`src/logic/proc_pkg.sv`:
```
package proc_pkg;

    // data and byte address width
    localparam int XLEN       = 16;
    localparam int REG_ADDR_W = 3;
    localparam int NUM_REGS   = 1 << REG_ADDR_W;
    localparam int MEM_WORDS  = 256;
    localparam int MEM_IDX_W  = $clog2(MEM_WORDS);

    // jal writes its return address here
    localparam logic [REG_ADDR_W-1:0] LINK_REG = 3'd7;

    // instruction opcodes, bits 15:11
    typedef enum logic [4:0] {
        OP_HALT  = 5'b00000,
        OP_NOP   = 5'b00001,
        OP_J     = 5'b00100,
        OP_JR    = 5'b00101,
        OP_JAL   = 5'b00110,
        OP_ADDI  = 5'b01000,
        OP_SUBI  = 5'b01001,
        OP_XORI  = 5'b01010,
        OP_ANDNI = 5'b01011,
        OP_BEQZ  = 5'b01100,
        OP_BNEZ  = 5'b01101,
        OP_BLTZ  = 5'b01110,
        OP_BGEZ  = 5'b01111,
        OP_ST    = 5'b10000,
        OP_LD    = 5'b10001,
        OP_SLBI  = 5'b10010,
        OP_LBI   = 5'b11000,
        OP_SHIFT = 5'b11010,
        OP_ARITH = 5'b11011,
        OP_SEQ   = 5'b11100,
        OP_SLT   = 5'b11101,
        OP_SLE   = 5'b11110,
        OP_SCO   = 5'b11111
    } opcode_e;

    // function field, bits 1:0; in the shift group the last code is reserved
    typedef enum logic [1:0] {
        FN_ADD_SLL  = 2'b00,
        FN_SUB_SRL  = 2'b01,
        FN_XOR_ROL  = 2'b10,
        FN_ANDN_RSV = 2'b11
    } alu_fn_e;

    typedef enum logic [3:0] {
        ALU_ADD, ALU_SUB, ALU_XOR, ALU_ANDN,
        ALU_SLL, ALU_SRL, ALU_ROL,
        ALU_SEQ, ALU_SLT, ALU_SLE, ALU_SCO,
        ALU_PASS_B
    } alu_op_e;

    typedef enum logic [2:0] {IMM_Z5, IMM_S5, IMM_S8, IMM_S11, IMM_SLBI} imm_sel_e;
    typedef enum logic [1:0] {WB_ALU, WB_MEM, WB_PC_PLUS, WB_IMM} wb_sel_e;
    typedef enum logic [1:0] {DST_RD, DST_RT, DST_RS, DST_LINK} dest_sel_e;

    typedef enum logic [2:0] {
        BR_NONE = 3'b000,
        BR_EQZ  = 3'b100,
        BR_NEZ  = 3'b101,
        BR_LTZ  = 3'b110,
        BR_GEZ  = 3'b111
    } branch_e;

    typedef struct packed {
        alu_op_e   alu_op;
        logic      alu_src_imm;
        imm_sel_e  imm_sel;
        wb_sel_e   wb_sel;
        logic      reg_write;
        dest_sel_e dest_sel;
        logic      mem_read;
        logic      mem_write;
        branch_e   branch;
        logic      jump;
        logic      jump_reg;
        logic      halt;
        logic      illegal;
    } ctrl_t;

    // register write performed at the coming edge
    typedef struct packed {
        logic                  en;
        logic [REG_ADDR_W-1:0] addr;
        logic [XLEN-1:0]       data;
    } wb_trace_t;

endpackage

```
`src/logic/proc_alu.sv`:
```
`timescale 1ns/10ps

module proc_alu (
    input  logic [proc_pkg::XLEN-1:0] i_a,
    input  logic [proc_pkg::XLEN-1:0] i_b,
    input  proc_pkg::alu_op_e         i_op,
    output logic [proc_pkg::XLEN-1:0] o_result,
    output logic                      o_zero,
    output logic                      o_neg
);
    import proc_pkg::*;

    logic                    subtract;
    logic [XLEN-1:0]         b_opnd;
    logic [XLEN:0]           sum;
    logic                    ovf;
    logic                    lt;
    logic                    eq;
    logic [$clog2(XLEN)-1:0] shamt;
    logic [2*XLEN-1:0]       rot;

    // sub and the compares run a - b through the same adder
    assign subtract = (i_op == ALU_SUB) || (i_op == ALU_SEQ) ||
                      (i_op == ALU_SLT) || (i_op == ALU_SLE);
    assign b_opnd   = subtract ? ~i_b : i_b;
    assign sum      = {1'b0, i_a} + {1'b0, b_opnd} + {{XLEN{1'b0}}, subtract};

    // signed compare from sign and overflow of the difference
    assign ovf = (i_a[XLEN-1] == b_opnd[XLEN-1]) && (sum[XLEN-1] != i_a[XLEN-1]);
    assign lt  = sum[XLEN-1] ^ ovf;
    assign eq  = (sum[XLEN-1:0] == '0);

    assign shamt = i_b[$clog2(XLEN)-1:0];
    // upper half of the doubled word is the rotate
    assign rot   = {i_a, i_a} << shamt;

    always_comb begin
        case (i_op)
            ALU_ADD, ALU_SUB: o_result = sum[XLEN-1:0];
            ALU_XOR:          o_result = i_a ^ i_b;
            ALU_ANDN:         o_result = i_a & ~i_b;
            ALU_SLL:          o_result = i_a << shamt;
            ALU_SRL:          o_result = i_a >> shamt;
            ALU_ROL:          o_result = rot[2*XLEN-1:XLEN];
            ALU_SEQ:          o_result = {{(XLEN-1){1'b0}}, eq};
            ALU_SLT:          o_result = {{(XLEN-1){1'b0}}, lt};
            ALU_SLE:          o_result = {{(XLEN-1){1'b0}}, lt | eq};
            // carry out of a + b
            ALU_SCO:          o_result = {{(XLEN-1){1'b0}}, sum[XLEN]};
            ALU_PASS_B:       o_result = i_b;
            default:          o_result = i_b;
        endcase
    end

    assign o_zero = (o_result == '0);
    assign o_neg  = o_result[XLEN-1];

endmodule

```
`config.mk`:
```
export PLATFORM = sky130hd
export DESIGN_NAME = proc_alu
export DESIGN_NICKNAME = d
export VERILOG_FILES = /design/src/logic/proc_pkg.sv /design/src/logic/proc_alu.sv
export SDC_FILE = /design/constraint.sdc
export NUM_CORES = 1
export LEC_CHECK = 0
export ABC_AREA = 1
export BUFFER_PORTS_ARGS = -buffer_cell sky130_fd_sc_hd__buf_2
export CAP_MARGIN = 5
export CORE_MARGIN = 3
export CORE_UTILIZATION = 50
export DETAILED_ROUTE_END_ITERATION = 6
export GPL_TIMING_DRIVEN = 0
export PLACE_DENSITY = 0.78
export SYNTH_ARGS = -nofsm -noshare
export SYNTH_HDL_FRONTEND = slang
export SYNTH_SLANG_ARGS = --single-unit
```
`constraint.sdc`:
```
create_clock -name vclk -period 4
set_input_delay 0.2 -clock vclk [all_inputs]
set_output_delay 0.2 -clock vclk [all_outputs]
set_load 0.05 [all_outputs]
```
Word-level counts from Yosys, hierarchy flattened
Cells that the tools add are included.
{"block": "word_totals", "in_bits": 36, "reg_bits": 0, "output_inout_bits": 18}
{"block": "classes", "bitwise": 5, "shift": 3, "n_reduce_logical": 8, "n_addsub": 2, "eq_ne": 12, "muxes": 2}
{"operator": "case mux 16 bit (10 select lines)", "count": 1}
{"operator": "logical NOT 16 bit", "count": 2}
{"operator": "left shift 32 x 4 -> 32 bit", "count": 1}
{"operator": "adder 16 x 16 -> 17 bit", "count": 1}
{"operator": "adder 17 x 1 -> 17 bit", "count": 1}
{"operator": "bitwise AND 16 bit", "count": 1}
{"operator": "equality test 4 x 3 -> 1 bit, second input constant", "count": 4}
{"operator": "2-to-1 mux 16 bit", "count": 1}
{"operator": "NOT 16 bit", "count": 1}
{"operator": "left shift 16 x 4 -> 16 bit", "count": 1}
{"operator": ">> shifter 16 x 4 -> 16 bit", "count": 1}
{"operator": "bitwise XOR 16 bit", "count": 1}
{"operator": "equality test 4 bit, second input constant", "count": 3}
{"operator": "equality test 4 x 2 -> 1 bit, second input constant", "count": 2}
{"operator": "equality test 4 x 1 -> 1 bit, second input constant", "count": 1}
{"operator": "logical NOT 4 bit", "count": 1}
{"operator": "logical OR 1 bit", "count": 3}
{"operator": "OR reduction 2 bit", "count": 1}
{"operator": "equality test 1 bit", "count": 1}
{"operator": "logical AND 1 bit", "count": 1}
{"operator": "inequality test 1 bit", "count": 1}
{"operator": "OR 1 bit", "count": 1}
{"operator": "bitwise XOR 1 bit", "count": 1}

Logic depth before layout (Yosys ltp)
Gate-level depths: netlist of run 1.
{"block": "depth", "word_depth": 13, "depth_mapped": 30}

Worst setup path after synthesis of run 1
Ideal clock, no wire load.
{"block": "synth_path", "path_type": "input port to output port", "from": "input port i_op[3]", "to": "output port o_zero", "arrival_time_ns": 4.206, "path_slack_ns": -0.406, "path_buffers": 1, "cell_stages": 28, "path_cell_list": "inv_2 > nand2_2 > inv_2 > nand2_1 > nand3_1 > buf_2 > xor2_1 > ha_1 > a21oi_1 > o21ai_0 > a21oi_1 > nand2_1 > a21oi_1 > fa_1 > and3_1 > nand2_1 > nor2_1 > nand2_1 > nor2_1 > nand2_1 > nor2_1 > nand4_1 > nor2_1 > nand3_1 > nand3_1 > nand2_1 > inv_1 > nor2_1"}
{"block": "synth_between", "elab_chain_cells": 13, "elab_cells_between_ends": 26, "cone_classes": "2 x add/sub; 12 x eq/ne; 2 x mux; 2 x bitwise; 8 x reduce/logical"}
{"element": "start: declaration", "line": "proc_alu.sv:6", "source": "input proc_pkg::alu_op_e i_op,"}
{"element": "equality test 4 x 1 -> 1 bit / equality test 4 x 3 -> 1 bit (equally long branches)", "line": "proc_alu.sv:23, proc_alu.sv:38"}
{"element": "logical OR 1 bit (2 in a row)", "line": "proc_alu.sv:23", "source": "assign subtract = (i_op == ALU_SUB) || (i_op == ALU_SEQ) ||"}
{"element": "logical OR 1 bit", "line": "proc_alu.sv:24", "source": "(i_op == ALU_SLT) || (i_op == ALU_SLE);"}
{"element": "2-to-1 mux 16 bit", "line": "proc_alu.sv:25", "source": "assign b_opnd = subtract ? ~i_b : i_b;"}
{"element": "adder 16 x 16 -> 17 bit", "line": "proc_alu.sv:26", "source": "assign sum = {1'b0, i_a} + {1'b0, b_opnd} + {{XLEN{1'b0}}, subtract};"}
{"element": "adder 17 x 1 -> 17 bit", "line": "proc_alu.sv:26"}
{"element": "inequality test 1 bit", "line": "proc_alu.sv:29", "source": "assign ovf = (i_a[XLEN-1] == b_opnd[XLEN-1]) && (sum[XLEN-1] != i_a[XLEN-1]);"}
{"element": "logical AND 1 bit", "line": "proc_alu.sv:29"}
{"element": "bitwise XOR 1 bit", "line": "proc_alu.sv:30", "source": "assign lt = sum[XLEN-1] ^ ovf;"}
{"element": "OR 1 bit", "line": "proc_alu.sv:47", "source": "ALU_SLE: o_result = {{(XLEN-1){1'b0}}, lt | eq};"}
{"element": "case mux 16 bit (10 select lines) *", "line": "proc_alu.sv:38", "source": "case (i_op)"}
{"element": "via o_result, one bit", "line": "proc_alu.sv:7", "source": "output logic [proc_pkg::XLEN-1:0] o_result,"}
{"element": "logical NOT 16 bit *", "line": "proc_alu.sv:55", "source": "assign o_zero = (o_result == '0);"}
{"element": "end: declaration", "line": "proc_alu.sv:8", "source": "output logic o_zero,"}
Mark *: on every way through the listed nets, which the timed path passes. The rest lies on a longest branch.

Final worst setup path of run 1
{"block": "layout_path", "from": "input port i_op[1]", "to": "output port o_zero"}
{"block": "layout_between", "elab_chain_cells": 13, "elab_cells_between_ends": 26, "cone_classes": "2 x add/sub; 12 x eq/ne; 2 x mux; 2 x bitwise; 8 x reduce/logical"}
{"element": "equality test 4 x 1 -> 1 bit / equality test 4 x 3 -> 1 bit (equally long branches)", "line": "proc_alu.sv:23, proc_alu.sv:38"}
{"element": "logical OR 1 bit (2 in a row)", "line": "proc_alu.sv:23"}
{"element": "logical OR 1 bit", "line": "proc_alu.sv:24"}
{"element": "2-to-1 mux 16 bit", "line": "proc_alu.sv:25"}
{"element": "adder 16 x 16 -> 17 bit", "line": "proc_alu.sv:26"}
{"element": "adder 17 x 1 -> 17 bit", "line": "proc_alu.sv:26"}
{"element": "inequality test 1 bit", "line": "proc_alu.sv:29"}
{"element": "logical AND 1 bit", "line": "proc_alu.sv:29"}
{"element": "bitwise XOR 1 bit", "line": "proc_alu.sv:30"}
{"element": "OR 1 bit", "line": "proc_alu.sv:47"}
{"element": "case mux 16 bit (10 select lines) *", "line": "proc_alu.sv:38"}
{"element": "logical NOT 16 bit *", "line": "proc_alu.sv:55"}
Every way passes the cells marked *; elsewhere a longest branch is shown, timed or not.

==> results of run 1 <==
-- metrics by stage --
step           hold WS (ns)  cell area (sq um)  TNS [ns]  total power (W)  std cells
2_1_floorplan         0.685               3660         0         0.000525        727
3_3_place_gp          0.887               4040     -1.39         0.000724        875
3_5_place_dp          0.895               4040     -1.57         0.000733        875
4_1_cts               0.896               4320    -0.242         0.000788        892
5_1_grt               0.945               4650    -0.487         0.000960        901
6_report              0.909               4650    -0.192         0.000899        901
-- per-layer routing --
metal | vias to the layer above | routed length [um] | share of wire
li1 | 2557 | - | -
met1 | 2464 | 6000 | 0.35
met2 | 437 | 7460 | 0.44
met3 | 145 | 2070 | 0.12
met4 | 0 | 1610 | 0.094
met5 | - | 0 | 0
-- worst max-delay path: stages --
cell        delay, ns
buf_6            0.12
nor2_4           0.13
nand2_2          0.09
nand3_4          0.12
buf_12           0.17
xor2_1           0.22
ha_1             0.27
a21oi_2          0.10
o21ai_2          0.17
a21oi_2          0.09
nand2_2          0.11
a21oi_2          0.06
fa_1             0.56
and3_1           0.17
nand2_1          0.06
nor2_2           0.12
nand2_1          0.07
nor2_1           0.10
nand2_1          0.06
nor2_1           0.10
nand4_1          0.10
nor2_2           0.16
nand3_2          0.10
nand3_2          0.08
nand2_2          0.07
clkinvlp_4       0.10
nor2_4           0.03
buf_6            0.15
-- power by group through the flow --
stage / clock (W) / combinational [W] / sequential [W]
2_1_floorplan: 0 / 0.000525 / 0
3_3_place_gp: 0 / 0.000724 / 0
3_5_place_dp: 0 / 0.000733 / 0
4_1_cts: 0 / 0.000788 / 0
5_1_grt: 0 / 0.000960 / 0
6_report: 0 / 0.000899 / 0
-- repair_timing --
action	CTS	global route
resized for setup	43	48
pin swaps	21	32
setup endpoints to repair	4	2
setup buffers	17	9
-- how the worst max path moves through the flow --
stage	startpoint	to	slack [ns]	cells past startpoint
after floorplan	i_op[3]	o_zero	0.01	28
after global placement	i_op[3]	o_result[0]	-0.70	31
after detailed placement	i_op[3]	o_result[0]	-0.76	31
after CTS	i_op[3]	o_zero	-0.13	32
after global routing	i_op[1]	o_zero	-0.25	28
final	i_op[1]	o_zero	-0.11	28
-- cells in the final DEF (no fill, tap or decap), types with 3 or more instances in the layout --
cell type  Yosys  routed
nand2_1      244     235
nand3_1      133     128
nor2_1        83      76
buf_2         13      58
inv_1         60      55
ha_1          35      30
buf_4          2      26
o21ai_0       23      20
a21oi_1       27      20
nand2_2        8      13
xor2_1        16       9
buf_6          4       8
nand4_1        8       8
o21ai_1        7       8
inv_2          7       6
nor2_4         1       6
a21oi_2        0       6
inv_4          1       5
clkbuf_1       5       5
nor2_2         3       5
nand2_4        0       4
xor2_4         0       4
o21a_1         4       4
nand3b_1       4       4
nor3_1         5       4
nand3_2        1       4
ha_4           0       4
buf_12         0       3
xor2_2         0       3
and2_1         3       3
a211oi_1       3       3
o211ai_1       3       3
-- kinds of logic after synthesis --
logic type,after synthesis,share of synthesized area
compound gates,80,0.128
fa+ha+maj,37,0.131
buf+inv,95,0.113
simple gates,499,0.589
xor+xnor,16,0.0385
-- layout make-up --
class,instances,area (sq um),share of cell area
Timing Repair Buffer,78,526,0.113
Tap cell,96,120,0.0258
Buffer,25,163,0.0350
Inverter,70,287,0.0616
Multi-Input combinational cell,632,3560,0.765
==> results.tsv, run 1 <==
metric	value	unit
min_period	4.11	ns
pre_cts_ws	-0.764	ns
synth_area	3640	sq um
nets	880	
postCtsHoldBufs	0	
p_comb_frac	1.000	
num_antenna_cells	0	
cap_violations	0	
worstPathArrival	3.91	ns
area.sequential	0	sq um
power_leakage	2.47	nW
p_per_area	193	nW/um^2
wl_per_cell	19.0	um
fin_ws	-0.105	ns
grt_pass1_vias	5125	
period_share	1.03	
routabilityCongestion	1.02	
drt_iter0_drc	636	
ys_top_cells_by_area	nand2_1, nand3_1, ha_1, nor2_1, inv_1	
hold_path_depth	4	
die_w	91.4	um
synth.distinct_cells	43	
power_switching	0.000600	W
swShare	0.667	
syn_nets	800	
yosysSeqAreaShare	0	
grt_start_max_net_pins	11	
cp-end-kind	primary output	
internal-power	0.000300	W
antenna_found_initial	0	
nFillCells	679	
vias	5603	
setup_violations	2	
power_frac_clock	0	
drive_gt1_frac	0.210	
netlist_instances	727	
synth_top_area_cell	nand2_1	
synth.avg_cell_area	5.01	sq um
drt-pass1-iter-count	5	
max_slew_margin	0.638	
seq_power_share	0	
post-route-drc-count	0	
area_growth	27.7	%
synth_most_common_cell	nand2_1	
n_sequential_cell	0	
cp_max_fo	8	
worst_hold_path_type	in2out	
status	finished, violations left	
max_freq	0.244	GHz
wl	17.1	mm
grtUsageMet2	0.632	
io_buffers	52	
worst_pin_slew	0.543	ns
die_h	91.4	um
yosysWarnings	0	
dieArea	8340	sq um
num_io_pins	54	
fin_util	0.670	
vias_per_cell	6.22	
clkbuf_count	0	
grt.total_usage	0.379	
antenna_left	0	
synthTopCellsByCount	nand2_1, nand3_1, nor2_1	
synth_top_cell_area_share	0.251	
min_to	o_result[11]	
path_class	in2out	
start_kind	input port	
rows	30	
globalRouteMet3Util	0.0373	
violations	setup timing	
met1_usage	0.460	
hold_viol_final	0	
hpwl	13.1	mm
peakVddDrop	0.151	mV
top_usage_layer	met2	
start_util	0.525	
rsz0062_at_grt	true	
gr-total-overflow	0	
core-area	6940	sq um
crit_required	3.80	ns
grt_pass1_wl	25.5	mm
hp-start	i_b[11]	
slew_viol_final	0	
Power figures use the tool's default switching activity.
==> inputs of run 2 (changes only) <==
--- a/config.mk
+++ b/config.mk
@@ -9,10 +9,11 @@
 export BUFFER_PORTS_ARGS = -buffer_cell sky130_fd_sc_hd__buf_2
 export CAP_MARGIN = 5
 export CORE_MARGIN = 3
-export CORE_UTILIZATION = 50
+export CORE_UTILIZATION = 60
 export DETAILED_ROUTE_END_ITERATION = 6
 export GPL_TIMING_DRIVEN = 0
-export PLACE_DENSITY = 0.78
+export PLACE_DENSITY = 0.9
+export SETUP_SLACK_MARGIN = 0.05
 export SYNTH_ARGS = -nofsm -noshare
 export SYNTH_HDL_FRONTEND = slang
 export SYNTH_SLANG_ARGS = --single-unit
==> constraint.sdc (replaced) <==
create_clock -name vclk -period 4
set_input_delay 0 -clock vclk [all_inputs]
set_output_delay 0 -clock vclk [all_outputs]
set_load 0.05 [all_outputs]
==> run 2 against run 1 <==
The flow finishes with violations (DRC, setup timing). Hold slack got worse by 0.39 ns. Setup slack improved by 0.035 ns. Power fell by 4.7%. Global-route usage rose by 3.6 points. Cell count fell by 3.8%. Non-clock buffer count fell by 10. Critical path type unchanged. Largest power group unchanged.
==> results.tsv, run 2 (synthesized netlist as in run 1, its figures left out) <==
metric	value	unit	change
drt-pass1-iter-count	7		+2
cp_top_family	simple AND/OR/NAND/NOR gates		
hold_viol_final	0		unchanged
violations	DRC, setup timing		
worstPathArrival	4.07	ns	+0.16 ns
num_antenna_cells	0		unchanged
grt_pass1_vias	4828		-5.8%
dieArea	7040	sq um	-16%
vias	5778		+3.1%
clkbuf_count	0		unchanged
wl	17.1	mm	-0.26%
die_w	83.9	um	-8.1%
p_per_area	199	nW/um^2	+2.8%
final_common_cell	nand2_1		
n_sequential_cell	0		unchanged
nFillCells	450		-34%
postPlaceCellArea	4000	sq um	-1.1%
power_leakage	2.41	nW	-2.7%
fin_ws	-0.0706	ns	+0.0346 ns
place_inst	851		-2.7%
die_h	83.9	um	-8.1%
gr-total-overflow	0		unchanged
cp_max_fo	4		-4
nets	870		-1.1%
post-route-drc-count	2		+2
core-area	5680	sq um	-18%
fin_area	4310	sq um	-7.3%
max_slew_margin	0.633		-0.00505
cp-end-kind	primary output		
start_kind	input port		
grt_pass1_wl	24.0	mm	-5.9%
io_buffers	52		unchanged
drive_gt1_frac	0.172		-0.0376
drt_iter0_drc	937		+47%
worst_hold_path_type	in2out		
rows	27		-10%
peakVddDrop	0.200	mV	+32%
vias_per_cell	6.66		+7.2%
layout_common_cells	nand2_1, nand3_1, nor2_1		
timing.critical_path.mode_cell	nor2_2		
wl_per_cell	19.7	um	+3.6%
cap_violations	0		unchanged
setup_violations	2		unchanged
worst_pin_slew	0.551	ns	+0.00757 ns
status	finished, violations left		
area.sequential	0	sq um	unchanged
area_growth	18.4	%	
path_class	in2out		
crit_path_top_delay_cell	fa_1		
antenna_found_initial	0		unchanged
max_stage_delay	0.59	ns	+0.03 ns
path_depth	28		unchanged
grt.total_usage	0.415		+0.0356
hpwl	12.1	mm	-7.7%
grt_start_max_net_pins	11		unchanged
stdcell_count	867		-3.8%
slew_viol_final	0		unchanged
antenna_left	0		unchanged
crit_required	4.00	ns	+0.20 ns
hold_path_depth	4		unchanged
routabilityCongestion	1.09		+7.6%
max_freq	0.246	GHz	+0.85%
multi_input_area	3340	sq um	-6.0%
period_share	1.02		-0.00865
num_io_pins	54		unchanged
start_util	0.642		+0.117
worst-path-buf-inv	5		+1
min_period	4.07	ns	-0.0346 ns
-- run 2: power breakdown --
group / switching, W / total [W] / internal [W]
Clock: 0 / 0 / 0
Combinational: 0.000588 / 0.000857 / 0.000269
Sequential: 0 / 0 / 0
Total: 0.000588 / 0.000857 / 0.000269
-- run 2: final timing paths --
check / startpoint / slack [ns] / endpoint
max: i_op[2] / -0.07 / o_zero
min: i_b[11] / 0.52 / o_result[11]
-- run 2: repair_timing --
| item | 4_1_cts | 5_1_grt |
|---|---|---|
| gates cloned | 0 | 1 |
| setup endpoints to repair | 2 | 2 |
| hold buffers | 0 | 0 |
| gates resized for setup | 10 | 43 |
| setup buffers | 2 | 13 |
| pin swaps | 1 | 19 |
-- run 2: layer usage --
metal | global-route usage | share of wire
met4 | 0.215 | 0.097
met1 | 0.548 | 0.34
met2 | 0.651 | 0.41
met5 | 0 | 0
met3 | 0.0563 | 0.15
-- run 2: through the flow --
| stage | setup slack [ns] | power (W) | TNS [ns] | hold slack [ns] | util |
|---|---|---|---|---|---|
| after floorplan | 0.209 | 0.000523 | 0 | 0.285 | - |
| after global placement | -0.323 | 0.000705 | -0.620 | 0.476 | 0.704 |
| after detailed placement | -0.446 | 0.000717 | -0.868 | 0.488 | 0.704 |
| after CTS | 0.0823 | 0.000729 | 0 | 0.490 | 0.713 |
| after global routing | -0.132 | 0.000906 | -0.226 | 0.521 | 0.760 |
| final | -0.0706 | 0.000857 | -0.102 | 0.517 | 0.760 |
-- run 2: final cells by class --
class | count | area share
multi-input cells | 632 | 0.775
repair buffers | 68 | 0.103
inverters | 70 | 0.0633
plain buffers | 25 | 0.0377
well taps | 72 | 0.0209
==> inputs of run 3 (changes only) <==
--- a/config.mk
+++ b/config.mk
@@ -8,11 +8,14 @@
 export ABC_AREA = 1
 export BUFFER_PORTS_ARGS = -buffer_cell sky130_fd_sc_hd__buf_2
 export CAP_MARGIN = 5
+export CELL_PAD_IN_SITES_DETAIL_PLACEMENT = 2
+export CELL_PAD_IN_SITES_GLOBAL_PLACEMENT = 2
 export CORE_MARGIN = 3
-export CORE_UTILIZATION = 60
+export CORE_UTILIZATION = 29
 export DETAILED_ROUTE_END_ITERATION = 6
 export GPL_TIMING_DRIVEN = 0
 export PLACE_DENSITY = 0.9
+export REMOVE_ABC_BUFFERS = 1
 export SETUP_SLACK_MARGIN = 0.05
 export SYNTH_ARGS = -nofsm -noshare
 export SYNTH_HDL_FRONTEND = slang
==> run 3 against run 2 <==
The flow finishes with violations (setup timing). Critical path depth increased by 2. Cell count up 11%. Hold slack gained 0.066 ns. Die area increased by 98%. Setup slack got worse by 0.028 ns. Power rose by 26%. Critical endpoint unchanged. Highest routed layer unchanged.
==> results.tsv, run 3 (synthesized netlist as in run 1, its figures left out) <==
metric	value	unit	change
num_antenna_cells	0		unchanged
path_class	in2out		
drt_iter0_drc	449		-52%
die_w	118	um	+41%
hold_viol_final	0		unchanged
max_stage_delay	0.53	ns	-0.06 ns
grt_pass1_wl	35.8	mm	+49%
dieArea	13900	sq um	+98%
multi_input_area	3630	sq um	+8.6%
antenna_found_initial	0		unchanged
gr-total-overflow	0		unchanged
cp_max_fo	5		+1
max_slew_margin	0.237		-0.396
num_io_pins	54		unchanged
period_share	1.02		+0.00697
die_h	118	um	+41%
vias	5849		+1.2%
drt-pass1-iter-count	5		-2
rows	40		+48%
fin_util	0.390		-0.370
nets	867		-0.34%
status	finished, violations left		
area.sequential	0	sq um	unchanged
core-area	12200	sq um	+110%
start_kind	input port		
grt_pass1_vias	6227		+29%
cp-end-kind	primary output		
start_util	0.299		-0.342
worst_hold_path_type	in2out		
nFillCells	1577		+250%
violations	setup timing		
rsz0062_at_grt	true		
grt.total_usage	0.322		-0.0928
worst_pin_slew	1.14	ns	+0.590 ns
setup_violations	2		unchanged
max_freq	0.244	GHz	-0.68%
post-route-drc-count	0		-2
fin_area	4740	sq um	+10%
vias_per_cell	6.09		-8.6%
hpwl	16.3	mm	+35%
area_growth	30.2	%	
peakVddDrop	0.128	mV	-36%
cap_violations	0		unchanged
final_common_cell	nand2_1		
crit_required	4.00	ns	about the same
drive_gt1_frac	0.213		+0.0411
antenna_left	0		unchanged
timing.critical_path.mode_cell	nor2_2		
clkbuf_count	0		unchanged
fin_ws	-0.0985	ns	-0.0279 ns
n_sequential_cell	0		unchanged
wl_per_cell	27.7	um	+40%
place_inst	924		+8.6%
grt_start_max_net_pins	40		+29
postPlaceCellArea	3980	sq um	-0.50%
pre_cts_ws	-0.965	ns	-0.519 ns
wl	26.6	mm	+55%
crit_path_top_delay_cell	fa_1		
p_per_area	228	nW/um^2	+14%
worstPathArrival	4.10	ns	+0.03 ns
postCtsHoldBufs	0		unchanged
min_period	4.10	ns	+0.0279 ns
layout_common_cells	nand2_1, nand3_1, nor2_1		
routabilityCongestion	0.947		-13%
slew_viol_final	0		unchanged
io_buffers	54		+3.8%
stdcell_count	960		+11%
power_leakage	2.44	nW	+1.3%
==> run 3: cell count changes in the layout (fill, tap and decap cells not counted), moves of 4 or more <==
cell      previous run  this run
buf_2               58        48
nor2_1              77        72
ha_4                 0         5
nor2_4               1         6
ha_2                 0         4
nand2_1            238       234
a21oi_1             25        21
a21oi_2              1         5
clkbuf_1             5         0
buf_4               17        31
ha_1                35        26
nand3_4              1         5
==> run 3: metrics by stage <==
stage / total power, W / setup TNS [ns] / hold WS (ns)
finish: 0.00108 / -0.173 / 0.583
global route: 0.00113 / -0.615 / 0.598
CTS: 0.000848 / 0 / 0.519
detailed placement: 0.000766 / -2.62 / 0.518
global placement: 0.000714 / -1.97 / 0.499
floorplan: 0.000500 / -0.185 / 0.285
==> run 3: area by class of cell <==
class	instances	area share
multi-input cells	633	0.766
repair buffers	89	0.130
inverters	70	0.0599
well taps	168	0.0443
==> run 3: worst paths after layout <==
kind / start / to / slack, ns / cells past startpoint
setup / recovery: i_op[3] / o_zero / -0.1 / 30
hold / removal: i_b[12] / o_result[12] / 0.58 / 4
==> run 3: what timing repair did <==
action	4_1_cts	5_1_grt
setup buffers	22	13
pin swaps	11	31
resized for setup	35	77
setup endpoints to repair	4	5
cloned	1	0
==> run 3: where the power goes <==
part / leakage (nW) / switching (W) / internal [W]
sequential: 0 / 0 / 0
clock: 0 / 0 / 0
combinational: 2.44 / 0.000746 / 0.000333
total: 2.44 / 0.000746 / 0.000333
==> run 3: worst max-delay path: cells and delay by family <==
| kind | cells | cell delay (ns) |
|---|---|---|
| and+or+nand+nor | 20 | 2.21 |
| AOI/OAI and AO/OA | 1 | 0.06 |
| adders and majority gates | 2 | 0.75 |
| buffers and inverters | 6 | 0.70 |
| xor gates and xnor gates | 1 | 0.35 |
==> run 3: metal layers <==
metal	track usage	up-vias	part of all wire
li1	-	2541	-
met4	0.162	0	0.057
met2	0.559	331	0.48
met5	0	-	0
met1	0.377	2856	0.39
met3	0.0596	121	0.076
